$ cat src/common/stream_pkg.sv
// ~~~~~~~~~~~~~~~~~~~~~~~~~~~~~~~~~~~~~~~
// pattern source shared types
// ~~~~~~~~~~~~~~~~~~~~~~~~~~~~~~~~~~~~~~~

package stream_pkg;

    // beat payload width, one word
    localparam int data_width = 32;

    // width of the finished frame counter
    localparam int stat_width = 16;

    // pattern selection for the generator
    // range counts up from the start value
    // repeat sends the start value on every beat
    typedef enum logic [0:0] {
        mode_range  = 1'b0,
        mode_repeat = 1'b1
    } pattern_mode_t;

endpackage

$ cat src/common/beat_stream_if.sv
// ~~~~~~~~~~~~~~~~~~~~~~~~~~~~~~~~~~~~~~~
// beat stream interface
// ~~~~~~~~~~~~~~~~~~~~~~~~~~~~~~~~~~~~~~~

`timescale 1ns/1ps

interface beat_stream_if;

    // one word of payload per beat
    logic [stream_pkg::data_width-1:0] data;
    // beat present, held until it transfers
    logic valid;
    // sink can take a beat
    logic ready;
    // marks the final beat of a frame
    logic last;

    // source side
    modport master (
        output data,
        output valid,
        output last,
        input  ready
    );

    // sink side
    modport slave (
        input  data,
        input  valid,
        input  last,
        output ready
    );

endinterface

$ cat src/generator/origin_gen.sv
// ~~~~~~~~~~~~~~~~~~~~~~~~~~~~~~~~~~~~~~~
// frame pattern generator
// ~~~~~~~~~~~~~~~~~~~~~~~~~~~~~~~~~~~~~~~

`timescale 1ns/1ps

module origin_gen #(
    parameter stream_pkg::pattern_mode_t MODE = stream_pkg::mode_range
) (
    input  logic                            clock,
    input  logic                            rst,
    input  logic                            abort,
    input  logic                            enable,
    output logic                            ready,
    input  logic [stream_pkg::data_width-1:0] start,
    input  logic [stream_pkg::data_width-1:0] length,
    beat_stream_if.master                   out_stream
);

    typedef enum logic [1:0] {
        st_idle    = 2'd0,
        st_sending = 2'd1,
        st_done    = 2'd2
    } gen_state_t;

    gen_state_t state;
    gen_state_t next_state;

    // latched frame length and index of the current beat
    logic [stream_pkg::data_width-1:0] len_q;
    logic [stream_pkg::data_width-1:0] beat_cnt;
    logic [stream_pkg::data_width-1:0] next_cnt;

    logic take;
    logic xfer;

    // host handshake, abort kills a start on the same edge
    assign take = enable && ready && !abort;

    // output beat accepted downstream
    assign xfer = out_stream.valid && out_stream.ready;

    assign next_cnt = beat_cnt + 1'b1;

    // only idle accepts a new frame
    assign ready = (state == st_idle);

    // a beat is on offer for the whole sending state
    assign out_stream.valid = (state == st_sending);

    always_comb begin
        next_state = state;
        case (state)
            st_idle: begin
                if (take) begin
                    next_state = st_sending;
                end
            end
            st_sending: begin
                // final beat gone, back to idle on this edge
                if (xfer && out_stream.last) begin
                    next_state = st_idle;
                end
            end
            st_done: begin
                // one quiet cycle, then open for the next frame
                next_state = st_idle;
            end
            default: begin
                next_state = st_idle;
            end
        endcase
        // abort drops whatever is in flight
        if (abort) begin
            next_state = st_done;
        end
    end

    // reset parks in done so ready comes up one cycle after release
    always_ff @(posedge clock) begin
        if (rst) begin
            state <= st_done;
        end else begin
            state <= next_state;
        end
    end

    // last flag
    always_ff @(posedge clock) begin
        if (rst) begin
            out_stream.last <= 1'b0;
        end else if (abort) begin
            out_stream.last <= 1'b0;
        end else if (take) begin
            // length 0 or 1 is a single beat frame
            out_stream.last <= (length <= 1);
        end else if (xfer) begin
            if (out_stream.last) begin
                out_stream.last <= 1'b0;
            end else begin
                // next beat is the final one
                out_stream.last <= (next_cnt == len_q - 1'b1);
            end
        end
    end

    // payload, length and beat index
    always_ff @(posedge clock) begin
        if (take) begin
            out_stream.data <= start;
            len_q           <= length;
            beat_cnt        <= '0;
        end else if (xfer && !out_stream.last) begin
            beat_cnt <= next_cnt;
            // range steps by one and wraps at the word width
            // repeat keeps the start value taken at enable
            if (MODE == stream_pkg::mode_range) begin
                out_stream.data <= out_stream.data + 1'b1;
            end else begin
                out_stream.data <= out_stream.data;
            end
        end
    end

endmodule

$ cat src/hdl/stream_slice.sv
// ~~~~~~~~~~~~~~~~~~~~~~~~~~~~~~~~~~~~~~~
// two entry register slice
// ~~~~~~~~~~~~~~~~~~~~~~~~~~~~~~~~~~~~~~~

`timescale 1ns/1ps

module stream_slice (
    input  logic                            clock,
    input  logic                            rst,
    input  logic                            flush,
    beat_stream_if.slave                    in_stream,
    output logic [stream_pkg::data_width-1:0] out_data,
    output logic                            out_valid,
    output logic                            out_last,
    input  logic                            out_ready
);

    // skid entry, holds a beat caught while the output stalls
    logic [stream_pkg::data_width-1:0] skid_data;
    logic                              skid_last;
    logic                              skid_valid;

    logic in_xfer;
    logic main_load;

    // input ready only looks at the skid entry
    // so out_ready never reaches the input combinationally
    assign in_stream.ready = !skid_valid;

    assign in_xfer = in_stream.valid && in_stream.ready;

    // main entry free or draining this edge
    assign main_load = !out_valid || out_ready;

    // occupancy
    always_ff @(posedge clock) begin
        if (rst || flush) begin
            out_valid  <= 1'b0;
            skid_valid <= 1'b0;
        end else if (main_load) begin
            // skid has the older beat, it goes first
            if (skid_valid) begin
                out_valid  <= 1'b1;
                skid_valid <= 1'b0;
            end else begin
                out_valid <= in_xfer;
            end
        end else if (in_xfer) begin
            // output stalled, park the new beat
            skid_valid <= 1'b1;
        end
    end

    // payload moves
    always_ff @(posedge clock) begin
        if (main_load) begin
            if (skid_valid) begin
                out_data <= skid_data;
                out_last <= skid_last;
            end else if (in_xfer) begin
                out_data <= in_stream.data;
                out_last <= in_stream.last;
            end
        end else if (in_xfer) begin
            skid_data <= in_stream.data;
            skid_last <= in_stream.last;
        end
    end

endmodule

$ cat src/hdl/frame_monitor.sv
// ~~~~~~~~~~~~~~~~~~~~~~~~~~~~~~~~~~~~~~~
// output frame statistics
// ~~~~~~~~~~~~~~~~~~~~~~~~~~~~~~~~~~~~~~~

`timescale 1ns/1ps

module frame_monitor (
    input  logic                            clock,
    input  logic                            rst,
    input  logic                            abort,
    input  logic [stream_pkg::data_width-1:0] beat_data,
    input  logic                            beat_valid,
    input  logic                            beat_ready,
    input  logic                            beat_last,
    output logic                            stat_valid,
    output logic [stream_pkg::data_width-1:0] stat_beats,
    output logic [stream_pkg::data_width-1:0] stat_sum,
    output logic [stream_pkg::stat_width-1:0] frame_count
);

    // totals of the frame in progress
    logic [stream_pkg::data_width-1:0] run_beats;
    logic [stream_pkg::data_width-1:0] run_sum;

    logic xfer;
    logic frame_end;

    assign xfer      = beat_valid && beat_ready;
    assign frame_end = xfer && beat_last && !abort;

    // running totals, abort throws away a partial frame
    always_ff @(posedge clock) begin
        if (rst || abort) begin
            run_beats <= '0;
            run_sum   <= '0;
        end else if (xfer) begin
            if (beat_last) begin
                run_beats <= '0;
                run_sum   <= '0;
            end else begin
                run_beats <= run_beats + 1'b1;
                // sum wraps at the word width
                run_sum   <= run_sum + beat_data;
            end
        end
    end

    // one cycle strobe and finished frame count
    always_ff @(posedge clock) begin
        if (rst) begin
            stat_valid  <= 1'b0;
            frame_count <= '0;
        end else begin
            stat_valid <= frame_end;
            if (frame_end) begin
                frame_count <= frame_count + 1'b1;
            end
        end
    end

    // published totals include the last beat
    // held until the next frame ends
    always_ff @(posedge clock) begin
        if (frame_end) begin
            stat_beats <= run_beats + 1'b1;
            stat_sum   <= run_sum + beat_data;
        end
    end

endmodule

$ cat src/hdl/pattern_source_top.sv
// ~~~~~~~~~~~~~~~~~~~~~~~~~~~~~~~~~~~~~~~
// stream pattern source top
// ~~~~~~~~~~~~~~~~~~~~~~~~~~~~~~~~~~~~~~~

`timescale 1ns/1ps

module pattern_source_top #(
    parameter stream_pkg::pattern_mode_t MODE = stream_pkg::mode_range
) (
    input  logic                            clock,
    input  logic                            rst,
    input  logic                            abort,
    // host frame request
    input  logic                            enable,
    output logic                            ready,
    input  logic [stream_pkg::data_width-1:0] start,
    input  logic [stream_pkg::data_width-1:0] length,
    // output stream
    output logic [stream_pkg::data_width-1:0] out_data,
    output logic                            out_valid,
    output logic                            out_last,
    input  logic                            out_ready,
    // per frame statistics
    output logic                            stat_valid,
    output logic [stream_pkg::data_width-1:0] stat_beats,
    output logic [stream_pkg::data_width-1:0] stat_sum,
    output logic [stream_pkg::stat_width-1:0] frame_count
);

    // generator to slice
    beat_stream_if gen_to_slice ();

    origin_gen #(
        .MODE (MODE)
    ) u_origin_gen (
        .clock      (clock),
        .rst        (rst),
        .abort      (abort),
        .enable     (enable),
        .ready      (ready),
        .start      (start),
        .length     (length),
        .out_stream (gen_to_slice.master)
    );

    // abort also empties the slice
    stream_slice u_stream_slice (
        .clock     (clock),
        .rst       (rst),
        .flush     (abort),
        .in_stream (gen_to_slice.slave),
        .out_data  (out_data),
        .out_valid (out_valid),
        .out_last  (out_last),
        .out_ready (out_ready)
    );

    // taps the output handshake
    frame_monitor u_frame_monitor (
        .clock       (clock),
        .rst         (rst),
        .abort       (abort),
        .beat_data   (out_data),
        .beat_valid  (out_valid),
        .beat_ready  (out_ready),
        .beat_last   (out_last),
        .stat_valid  (stat_valid),
        .stat_beats  (stat_beats),
        .stat_sum    (stat_sum),
        .frame_count (frame_count)
    );

endmodule

$ cat config.mk
export PLATFORM = sky130hd
export DESIGN_NAME = pattern_source_top
export DESIGN_NICKNAME = d
export VERILOG_FILES = /design/src/common/stream_pkg.sv /design/src/common/beat_stream_if.sv /design/src/generator/origin_gen.sv /design/src/hdl/stream_slice.sv /design/src/hdl/frame_monitor.sv /design/src/hdl/pattern_source_top.sv
export SDC_FILE = /design/constraint.sdc
export NUM_CORES = 1
export LEC_CHECK = 0
export ABC_AREA = 0
export ABC_CLOCK_PERIOD_IN_PS = 8800
export BUFFER_PORTS_ARGS = -buffer_cell sky130_fd_sc_hd__buf_4
export CAP_MARGIN = 10
export CELL_PAD_IN_SITES_DETAIL_PLACEMENT = 1
export CELL_PAD_IN_SITES_GLOBAL_PLACEMENT = 1
export CORE_UTILIZATION = 40
export CTS_CLUSTER_SIZE = 8
export DETAILED_ROUTE_END_ITERATION = 8
export GPL_TIMING_DRIVEN = 0
export PLACE_DENSITY_LB_ADDON = 0.1
export SLEW_MARGIN = 20
export SYNTH_ARGS = -nofsm -noshare
export SYNTH_HDL_FRONTEND = slang
export SYNTH_SLANG_ARGS = --single-unit
$ cat constraint.sdc
create_clock -name clock -period 8.8 [get_ports clock]
set_clock_uncertainty 0.1 [all_clocks]
set_input_delay 1.76 -clock clock [delete_from_list [all_inputs] [get_ports clock]]
set_output_delay 1.76 -clock clock [all_outputs]
set_load 0.05 [all_outputs]
==> impl_metrics.env, run 1 <==
export IMPL_status="completed"
export IMPL_cts_tree="done"
export IMPL_synth_area_um2=15240
export IMPL_cts_sinks=312
export IMPL_synth_seq_area_share_pct=53.71
export IMPL_fin_crit_sh_pct=44.80
export IMPL_ir_worst_vdd_mv=0.1374
export IMPL_crit_type="register to register"
export IMPL_syn_inst=1415
export IMPL_route_met3_wl_um=1820
export IMPL_io_buffer_count=183
export IMPL_n_antenna_cell=0
export IMPL_nNetsFinal=1761
export IMPL_die_height_um=197.2
export IMPL_dp_cells=2120
export IMPL_critPathArrivalTime_ps=4150
export IMPL_fmax_mhz=253.6
export IMPL_tightest_slew_ps=799.6
export IMPL_wl_met1_um=19560
export IMPL_top_layer_used="met4"
export IMPL_ys_ff_latch=312
export IMPL_clock_path_buffers=3
export IMPL_synthArstFlopShare_pct=0
export IMPL_design_area_um2=18690
export IMPL_critPathRequiredTime_ps=9010
export IMPL_switching_share_pct=21.99
export IMPL_clk_latency_ps=570
export IMPL_routed_via_density=5.317
export IMPL_vias=11690
export IMPL_ys_flop_type="edfxtp_1"
export IMPL_combinationalPowerShare_pct=3.4
export IMPL_slew_headroom_pct=46.46
export IMPL_start_util_pct=40.57
export IMPL_dpl_hpwl_um=31260
export IMPL_htreeDepth=2
export IMPL_cts_setup_buffers=0
export IMPL_yosysWarningCount=0
export IMPL_seq_power_share_pct=48.4
export IMPL_core_um2=37580
export IMPL_path_clk_slew_ps=50
export IMPL_die_area_um2=38890
export IMPL_grt_pass1_wl_um=66290
export IMPL_cts_resized=0
export IMPL_cts_inserted_buffers=44
export IMPL_finalNonFillerCells=2199
export IMPL_rsz0062_at_grt="false"
export IMPL_antenna_found_initial=0
export IMPL_groute_usage_overall_pct=21.86
export IMPL_wl_per_cell_um=19.12
export IMPL_place_gp_congestion=0.8462
export IMPL_drive_above_1_share_pct=18.31
export IMPL_routed_wirelength_um=42040
export IMPL_reg2regPathDepth=11
export IMPL_final_max_slew_viol_count=0
export IMPL_clkPwrFrac_pct=48.2
export IMPL_min_path_type="register to register"
export IMPL_hold_violations=0
export IMPL_end_kind="register"
export IMPL_num_rows=71
export IMPL_fin_ws_ps=4857
export IMPL_num_io_pins=185
export IMPL_cp_startpoint="u_stream_slice.out_data[0]"
export IMPL_whs_ps=381.7
export IMPL_cellLeakagePower_nw=6.716
export IMPL_worst_setup_path_start_kind="register"
export IMPL_synth_avg_cell_area_um2=10.77
export IMPL_rr_startpoint="u_stream_slice.out_data[0]"
export IMPL_root_buffer="clkbuf_16"
export IMPL_p_int_mw=2.553
export IMPL_maxCapViolCount=0
export IMPL_grt_overflow=0
export IMPL_rrSetupSlack_ps=4860
export IMPL_setup_viol=0
export IMPL_area_delta_synth_final_pct=22.59
export IMPL_crit_end="u_frame_monitor.stat_sum[28]"
export IMPL_postPlaceCellArea_um2=17420
export IMPL_chipWidth_um=197.2
export IMPL_wl_met2_um=19760
export IMPL_fin_tns_setup_ps=0
export IMPL_min_period_ps=3943
export IMPL_dp_slack_ps=4242
export IMPL_synth_nets=1521
export IMPL_drc_errors=0
export IMPL_synth_distinct_cells=69
export IMPL_p_switching_uw=719.5
export IMPL_synth_edf_count=194
export IMPL_crit_fanout=5
export IMPL_ant_nets=0
export IMPL_grt_pass1_vias=12150
export IMPL_power_density_nw_per_um2=175.1
export IMPL_ctsHoldBuffers=0
export IMPL_r2r_end="u_frame_monitor.stat_sum[28]"
export IMPL_first_iter_violations=680
export IMPL_first_pass_iters=4
export IMPL_grt_max_degree=34
## sequential cells by signal, summed over array words and instances, names as in the netlist, 16 cells and up
name	count
u_origin_gen.out_stream.data	32
u_origin_gen.len_q	32
u_stream_slice.out_data	32
u_origin_gen.beat_cnt	32
u_stream_slice.skid_data	32
u_frame_monitor.stat_beats	32
u_frame_monitor.run_beats	32
u_frame_monitor.stat_sum	32
u_frame_monitor.frame_count	16
u_frame_monitor.run_sum	32
## placed cells by master (no fill, tap or decap), drive strengths merged, types with 7 or more instances in the layout
cell type / instances
mux2: 33
o31ai: 11
xor2: 70
xnor2: 112
a31oi: 13
nand3: 60
buf: 202
nand3b: 11
nor2: 125
and2: 7
dfxtp: 118
ha: 36
and4: 11
and3: 30
nand4: 21
nor4: 22
a21oi: 67
edfxtp: 194
clkbuf: 126
nand2: 117
a22o: 13
a21o: 21
or3: 12
o21ai: 110
inv: 16
nor3b: 8
a22oi: 29
nor3: 26
## logic make-up after synthesis
logic type,count (synthesis),synth area share (%)
simple gates,474,16.00
compound gates,299,12.05
buf+inv,75,1.962
xor+xnor,183,10.62
mux,35,2.569
flops,312,53.71
fa+ha+maj,37,3.086
## cells in the mapped netlist, drive strengths merged, types with 6 or more instances
library cell	count	area share, %
nor3	26	0.85
inv	16	0.39
clkbuf	50	1.2
and3	30	1.3
a21oi	67	2.2
a21o	21	1.0
nor3b	8	0.39
or3	12	0.49
and2	7	0.30
a31oi	13	0.53
a22oi	29	1.4
a22o	13	0.75
buf	8	0.26
xor2	70	4.0
ha	36	3.0
nand2	117	2.9
o211ai	6	0.30
nor4	22	1.4
o31ai	11	0.54
xnor2	112	6.4
o21ai	110	3.6
nand4	21	0.90
nand3b	11	0.54
nand3	60	2.0
nor2	125	3.1
and4	11	0.64
edfxtp	194	38
dfxtp	118	15
nand2b	6	0.25
mux2	33	2.4
## metal layers
| layer | up-vias | track usage [%] |
|---|---|---|
| li1 | 5688 | - |
| met1 | 5716 | 29.31 |
| met2 | 228 | 35.85 |
| met3 | 59 | 3.961 |
| met4 | 0 | 6.661 |
| met5 | - | 0 |
## stage by stage
| stage | util (%) | power, mW |
|---|---|---|
| 6_report | 49.73 | 3.272 |
| 5_1_grt | 49.73 | 3.386 |
| 4_1_cts | 49.73 | 3.317 |
| 3_5_place_dp | 46.35 | 1.725 |
| 3_3_place_gp | 45.92 | 1.720 |
| 2_1_floorplan | - | 1.670 |
## critical path, cell delays in order (launching register included)
cell and delay (ps):
edfxtp_1 400, ha_1 260, fa_1 420, a21o_1 210, nand4_1 170, a31oi_1 120, nor3_1 310, o21ai_0 350
a31oi_1 640, o211ai_1 270, a31o_2 260, and2_1 180
## layout make-up
class,count,area (um2)
fill,4156,18890
sequential,312,8188
multi-input combinational,1028,6780
timing repair buffer,194,1509
clock buffer,76,1221
tap,511,639.4
buffer,59,240.2
inverter,16,60.06
clock inverter,3,48.80
## worst min path at each step
stage | startpoint | to | depth (start not counted)
floorplan | u_origin_gen.state[1] | u_origin_gen.state[0] | 1
global placement | u_frame_monitor.run_sum[30] | u_frame_monitor.run_sum[30] | 2
detailed placement | u_frame_monitor.run_sum[28] | u_frame_monitor.run_sum[28] | 1
CTS | u_frame_monitor.run_sum[28] | u_frame_monitor.run_sum[28] | 1
global route | u_frame_monitor.run_sum[28] | u_frame_monitor.run_sum[28] | 1
finish | u_frame_monitor.run_sum[28] | u_frame_monitor.run_sum[28] | 1
## power by group through the flow
stage	Clock, mW	Combinational, mW	Sequential (mW)
after floorplan	0	0.0616	1.61
after global placement	0	0.107	1.61
after detailed placement	0	0.111	1.61
after CTS	1.62	0.112	1.58
after global routing	1.68	0.123	1.59
final	1.58	0.111	1.58
No activity file was read; power rests on OpenSTA's default activity.
==> inputs of run 2 (changes only) <==
--- a/config.mk
+++ b/config.mk
@@ -5,8 +5,8 @@
 export SDC_FILE = /design/constraint.sdc
 export NUM_CORES = 1
 export LEC_CHECK = 0
-export ABC_AREA = 0
-export ABC_CLOCK_PERIOD_IN_PS = 8800
+export ABC_AREA = 1
+export ABC_CLOCK_PERIOD_IN_PS = 3900
 export BUFFER_PORTS_ARGS = -buffer_cell sky130_fd_sc_hd__buf_4
 export CAP_MARGIN = 10
 export CELL_PAD_IN_SITES_DETAIL_PLACEMENT = 1
==> constraint.sdc (replaced) <==
create_clock -name clock -period 3.9 [get_ports clock]
set_clock_uncertainty 0.1 [all_clocks]
set_input_delay 0.78 -clock clock [delete_from_list [all_inputs] [get_ports clock]]
set_output_delay 0.78 -clock clock [all_outputs]
set_load 0.05 [all_outputs]
==> run 2 against run 1 <==
Effect of this change: hold slack worse by 100 ps; critical path type unchanged; sequential share of layout area down 2.9 points; sequential cell count is the same; area after synthesis up 8.4%; critical endpoint is now u_frame_monitor.stat_sum[29]; maximum frequency rose by 32%; non-clock buffer count fell by 20; register-to-register slack lost 3900 ps; clock power up 130%; highest routed layer is now met5; die area grew 8.3%; the flow now finishes with violations (DRC).
==> impl_metrics.env, run 2 <==
export IMPL_routed_via_density=5.048
export IMPL_chipWidth_um=205.2
export IMPL_end_kind="register"
export IMPL_final_cell_mix="nand2_1, inv_1, edfxtp_1"
export IMPL_synthArstFlopShare_pct=0
export IMPL_root_buffer="clkbuf_16"
export IMPL_hold_violations=0
export IMPL_cts_tree="done"
export IMPL_cts_sinks=312
export IMPL_combinationalPowerShare_pct=4.0
export IMPL_ys_flop_type="edfxtp_1"
export IMPL_critPathArrivalTime_ps=3210
export IMPL_min_period_ps=2984
export IMPL_place_gp_congestion=0.8687
export IMPL_rsz0062_at_grt="false"
export IMPL_path_clk_slew_ps=50
export IMPL_min_path_type="primary input to register"
export IMPL_yosysMostFrequentCell="nand2_1"
export IMPL_fin_ws_ps=915.7
export IMPL_power_total_mw=7.552
export IMPL_antenna_found_initial=2
export IMPL_clkPwrFrac_pct=48.6
export IMPL_crit_type="register to register"
export IMPL_switching_share_pct=22.87
export IMPL_clk_latency_ps=580
export IMPL_worst_setup_path_start_kind="register"
export IMPL_setup_viol=0
export IMPL_synth_compound_area_share_pct=7.959
export IMPL_first_iter_violations=562
export IMPL_crit_fanout=3
export IMPL_num_rows=74
export IMPL_synth_xor_area_share_pct=5.672
export IMPL_first_pass_iters=7
export IMPL_dpl_hpwl_um=38940
export IMPL_grt_max_degree=40
export IMPL_yosys_area_share_simple_pct=27.93
export IMPL_drc_errors=1
export IMPL_fmax_mhz=335.1
export IMPL_htreeDepth=2
export IMPL_cts_resized=0
export IMPL_utilization_pct=49.03
export IMPL_ir_worst_vdd_mv=0.3285
export IMPL_synth_avg_cell_area_um2=8.164
export IMPL_nNetsFinal=2367
export IMPL_slew_headroom_pct=45.45
export IMPL_synth_edf_count=194
export IMPL_drive_above_1_share_pct=13.67
export IMPL_fin_tns_setup_ps=0
export IMPL_start_util_pct=40.47
export IMPL_io_buffer_count=183
export IMPL_grt_pass1_vias=14720
export IMPL_synth_adder_area_share_pct=2.847
export IMPL_p_switching_mw=1.727
export IMPL_ctsHoldBuffers=0
export IMPL_final_max_slew_viol_count=0
export IMPL_final_common_cell="nand2_1"
export IMPL_grt_overflow=0
export IMPL_vias=14280
export IMPL_die_height_um=205.2
export IMPL_wl_per_cell_um=17.54
export IMPL_cts_setup_buffers=0
export IMPL_design_area_um2=20020
export IMPL_yosysWarningCount=0
export IMPL_p_int_mw=5.825
export IMPL_synth_top_family_by_area="simple AND/OR/NAND/NOR gates"
export IMPL_critPathRequiredTime_ps=4130
export IMPL_syn_inst=2024
export IMPL_ant_nets=0
export IMPL_routed_wirelength_um=49630
export IMPL_power_density_nw_per_um2=377.2
export IMPL_tightest_slew_ps=818.2
export IMPL_die_area_um2=42130
export IMPL_cts_inserted_buffers=45
export IMPL_seq_power_share_pct=47.4
export IMPL_n_antenna_cell=0
export IMPL_area_delta_synth_final_pct=21.17
export IMPL_failed_checks="DRC"
export IMPL_synth_seq_area_share_pct=49.55
export IMPL_dp_slack_ps=492.0
export IMPL_synth_nets=2130
export IMPL_synth_top_area_share_pct=35.26
export IMPL_fin_crit_sh_pct=76.52
export IMPL_synthMuxAreaShare_pct=0
export IMPL_cellLeakagePower_nw=8.170
export IMPL_num_io_pins=185
export IMPL_core_um2=40830
export IMPL_synthTopCellsByArea="edfxtp_1, dfxtp_1, nand2_1"
export IMPL_grt_pass1_wl_um=78630
export IMPL_ys_top_cells_by_count="nand2_1, inv_1, edfxtp_1"
export IMPL_synth_distinct_cells=51
export IMPL_postPlaceCellArea_um2=18690
export IMPL_status="finished, violations left"
export IMPL_fillers=4953
export IMPL_maxCapViolCount=0
export IMPL_ys_ff_latch=312
export IMPL_yosys_area_top_type="edfxtp_1"
export IMPL_groute_usage_overall_pct=24.02
export IMPL_clock_path_buffers=3
export IMPL_synth_area_um2=16520
==> run 2: changes by cell type in the layout (fill, tap and decap cells not counted), sizes merged, moves of 33 or more <==
| cell | before | now |
|---|---|---|
| inv | 16 | 221 |
| nand3 | 60 | 117 |
| nor2 | 125 | 211 |
| xnor2 | 112 | 22 |
| nand2 | 117 | 634 |
| mux2 | 33 | 0 |
| a21oi | 67 | 109 |
==> run 2: per-stage QoR <==
step | std cells | hold slack (ps)
final | 2829 | 277.3
after global routing | 2829 | 254.1
after CTS | 2829 | 247.8
after detailed placement | 2746 | 315.4
after global placement | 2739 | 314.0
after floorplan | 2024 | 308.2
==> run 2: area by class of cell <==
class	count	area (um2)	share of cell area [%]
buffer	43	170.2	0.8499
sequential	312	8188	40.89
clock buffer	78	1250	6.243
multi-input combinational	1448	7353	36.73
tap	532	665.6	3.325
timing repair buffer	190	1484	7.412
inverter	221	832.0	4.156
clock inverter	5	78.83	0.3937
==> run 2: power groups by stage <==
stage / Combinational [mW] / Sequential, mW / Clock, mW
5_1_grt: 0.339 / 3.58 / 3.89
6_report: 0.302 / 3.58 / 3.67
4_1_cts: 0.304 / 3.58 / 3.76
3_5_place_dp: 0.301 / 3.65 / 0
2_1_floorplan: 0.169 / 3.63 / 0
3_3_place_gp: 0.286 / 3.64 / 0
==> run 2: worst paths after layout <==
check,from,to,slack (ps),depth (start not counted)
setup / recovery,u_stream_slice.out_data[1],u_frame_monitor.stat_sum[29],920,14
hold / removal,length[0],u_origin_gen.len_q[0],280,1
setup reg to reg,u_stream_slice.out_data[1],u_frame_monitor.stat_sum[29],920,14
hold reg to reg,u_origin_gen.out_stream.last,u_stream_slice.skid_last,330,0
==> run 2: metal layers <==
layer	wire length, um	vias up	track usage (%)
met5	23	-	0
li1	-	7138	-
met4	1081	4	6.614
met1	23090	6817	31.99
met2	23540	250	40.14
met3	1893	73	4.023
==> run 2: kinds of logic after synthesis <==
logic type	Yosys count
compound gates	241
xor+xnor	107
fa+ha+maj	37
buf+inv	264
flops	312
simple gates	1063
==> run 2: critical path, cell delays in order (launching register included) <==
cell and delay [ps]:
edfxtp_1 510, ha_1 340, nand2_1 50, nand2_1 60
o21ai_0 170, o21ai_0 520, nand3b_1 130, nand2_1 150
nand2_1 70, nand2_1 170, nand3_1 160, nand2_1 100
nand2_1 70, nand2_1 70, inv_1 50
==> inputs of run 3 (changes only) <==
--- a/config.mk
+++ b/config.mk
@@ -6,7 +6,7 @@
 export NUM_CORES = 1
 export LEC_CHECK = 0
 export ABC_AREA = 1
-export ABC_CLOCK_PERIOD_IN_PS = 3900
+export ABC_CLOCK_PERIOD_IN_PS = 2450
 export BUFFER_PORTS_ARGS = -buffer_cell sky130_fd_sc_hd__buf_4
 export CAP_MARGIN = 10
 export CELL_PAD_IN_SITES_DETAIL_PLACEMENT = 1
==> constraint.sdc (replaced) <==
create_clock -name clock -period 2.45 [get_ports clock]
set_clock_uncertainty 0.1 [all_clocks]
set_input_delay 0.49 -clock clock [delete_from_list [all_inputs] [get_ports clock]]
set_output_delay 0.49 -clock clock [all_outputs]
set_load 0.05 [all_outputs]
==> run 3 against run 2 <==
Effect of this change: the run ends with setup timing left; die area unchanged; sequential share of layout area decreased by 3.7 points; highest routed layer is now met4; power increased by 61%; clock power increased by 61%; final cell count increased by 3.6%; utilization increased by 4.9 points; non-clock buffer count increased by 106; critical endpoint is now u_frame_monitor.stat_sum[20]; sequential power increased by 60%; combinational power increased by 81%; hold slack got worse by 250 ps.
==> impl_metrics.env, run 3 (synthesis results as in run 2) <==
export IMPL_chipWidth_um=205.2
export IMPL_grt_max_degree=42
export IMPL_rrSetupSlack_ps=-40
export IMPL_n_antenna_cell=0
export IMPL_dp_slack_ps=-787.5
export IMPL_first_pass_iters=5
export IMPL_min_period_ps=2490
export IMPL_worst_setup_path_start_kind="register"
export IMPL_root_buffer="clkbuf_16"
export IMPL_path_depth=13
export IMPL_maxCapViolCount=0
export IMPL_cellLeakagePower_nw=8.877
export IMPL_worst_path_buf_inv=1
export IMPL_crit_fanout=3
export IMPL_num_rows=74
export IMPL_cp_startpoint="u_stream_slice.out_data[1]"
export IMPL_design_area_um2=22030
export IMPL_cp_common_cell="nand2_2"
export IMPL_cts_tree="done"
export IMPL_path_clk_slew_ps=50
export IMPL_tightest_slew_ps=821.8
export IMPL_grt_pass1_wl_um=82080
export IMPL_crit_end="u_frame_monitor.stat_sum[20]"
export IMPL_htreeDepth=2
export IMPL_area_delta_synth_final_pct=33.30
export IMPL_min_path_type="primary input to register"
export IMPL_power_density_nw_per_um2=553.4
export IMPL_groute_usage_overall_pct=24.95
export IMPL_crit_chain="buf_6 > fa_2 > nand3_2 > nand2_2 > nand4_1 > nand2_2 > nand3_2 > nand2_2 > nand2_2 > nand2_4 > a21oi_4 > nand2_2 > and2_4"
export IMPL_slew_headroom_pct=44.79
export IMPL_postPlaceCellArea_um2=18790
export IMPL_wl_per_cell_um=18.46
export IMPL_failed_checks="setup timing"
export IMPL_num_io_pins=185
export IMPL_setup_viol=4
export IMPL_cpPeakStageDelay_ps=510
export IMPL_die_height_um=205.2
export IMPL_r2r_end="u_frame_monitor.stat_sum[20]"
export IMPL_final_cell_mix="nand2_1, buf_4, inv_1"
export IMPL_nNetsFinal=2474
export IMPL_ir_worst_vdd_mv=0.4946
export IMPL_core_um2=40830
export IMPL_fin_crit_sh_pct=101.6
export IMPL_first_iter_violations=650
export IMPL_die_area_um2=42130
export IMPL_hold_violations=0
export IMPL_ant_nets=0
export IMPL_clk_latency_ps=570
export IMPL_critPathArrivalTime_ps=2710
export IMPL_place_gp_congestion=0.8899
export IMPL_crit_type="register to register"
export IMPL_start_util_pct=40.47
export IMPL_final_common_cell="nand2_1"
export IMPL_final_max_slew_viol_count=0
export IMPL_slowest_stage="edfxtp_1"
export IMPL_vias=14950
export IMPL_clock_path_buffers=3
export IMPL_reg2regPathDepth=13
export IMPL_critPathTopFamily="simple AND/OR/NAND/NOR gates"
export IMPL_fmax_mhz=401.6
export IMPL_antenna_found_initial=0
export IMPL_grt_overflow=0
export IMPL_status="finished, violations left"
export IMPL_drive_above_1_share_pct=24.29
export IMPL_dpl_hpwl_um=38920
export IMPL_routed_wirelength_um=54120
export IMPL_cts_sinks=312
export IMPL_critPathRequiredTime_ps=2670
export IMPL_fin_ws_ps=-39.89
export IMPL_grt_pass1_vias=15290
export IMPL_end_kind="register"
export IMPL_cts_inserted_buffers=45
export IMPL_rsz0062_at_grt="true"
export IMPL_rr_startpoint="u_stream_slice.out_data[1]"
export IMPL_routed_via_density=5.100
export IMPL_drc_errors=0
export IMPL_io_buffer_count=183
run 3: cell count changes in the layout (fill, tap and decap cells not counted), moves of 30 or more:
cell / change
buf_4: +75
ha_1: -30
nand2_1: -36
nand2_2: +30
nor2_1: -35
run 3: metrics by stage:
stage | utilization [%] | instances | power (mW) | TNS, ps | hold slack [ps]
global route | 53.94 | 2932 | 12.59 | -3480 | 2.387
floorplan | - | 2024 | 6.051 | -798.3 | 308.2
detailed placement | 46.02 | 2743 | 6.279 | -73630 | 327.1
finish | 53.94 | 2932 | 12.19 | -94.82 | 27.01
CTS | 51.35 | 2880 | 12.25 | 0 | 1.092
global placement | 45.84 | 2739 | 6.257 | -125960 | 314.1
run 3: per-layer routing:
metal	vias to the layer above	routed length, um	GRT usage, %
li1	7359	-	-
met1	7251	24500	33.57
met2	266	26630	42.16
met3	76	1982	3.342
met4	0	1011	6.402
met5	-	0	0
run 3: worst register-to-register path: cells and delay by family (launching register included):
family	cells	cell delay, ps
DFF	1	510
adders and majority gates	1	390
and+or+nand+nor	10	900
buffers and inverters	1	180
AOI/OAI and AO/OA	1	160
run 3: final cells by class:
type / instances / area (um2)
Clock inverter: 2 / 46.29
Sequential cell: 312 / 8197
Buffer: 43 / 193.9
Tap cell: 532 / 665.6
Inverter: 221 / 838.3
Timing Repair Buffer: 296 / 2357
Clock buffer: 77 / 1277
Fill cell: 4837 / 18810
Multi-Input combinational cell: 1449 / 8451
run 3: worst min-delay path by stage:
stage	startpoint	to	slack (ps)	cells past startpoint
global route	length[21]	u_origin_gen.len_q[21]	2	1
finish	length[29]	u_origin_gen.len_q[29]	30	1
global placement	u_origin_gen.out_stream.last	u_stream_slice.skid_last	310	0
detailed placement	u_origin_gen.out_stream.last	u_stream_slice.skid_last	330	0
CTS	length[31]	u_origin_gen.len_q[31]	1	1
floorplan	u_origin_gen.out_stream.last	u_stream_slice.skid_last	310	0
run 3: power breakdown:
| group | internal (mW) | switching [mW] | total (mW) | leakage (nW) |
|---|---|---|---|---|
| registers | 5.62 | 0.0918 | 5.72 | 2.78 |
| clock network | 3.61 | 2.32 | 5.92 | 0.631 |
| logic | 0.235 | 0.313 | 0.548 | 5.47 |
| total | 9.47 | 2.72 | 12.2 | 8.88 |
run 3: repair_timing:
item                                    CTS  global route
pin swaps                                24            57
hold buffers                             24             0
buffers inserted                         34            51
endpoints found under the setup margin  154           170
cloned                                    0             1
gates resized for setup                  77           163
hold endpoints to repair                 24             0
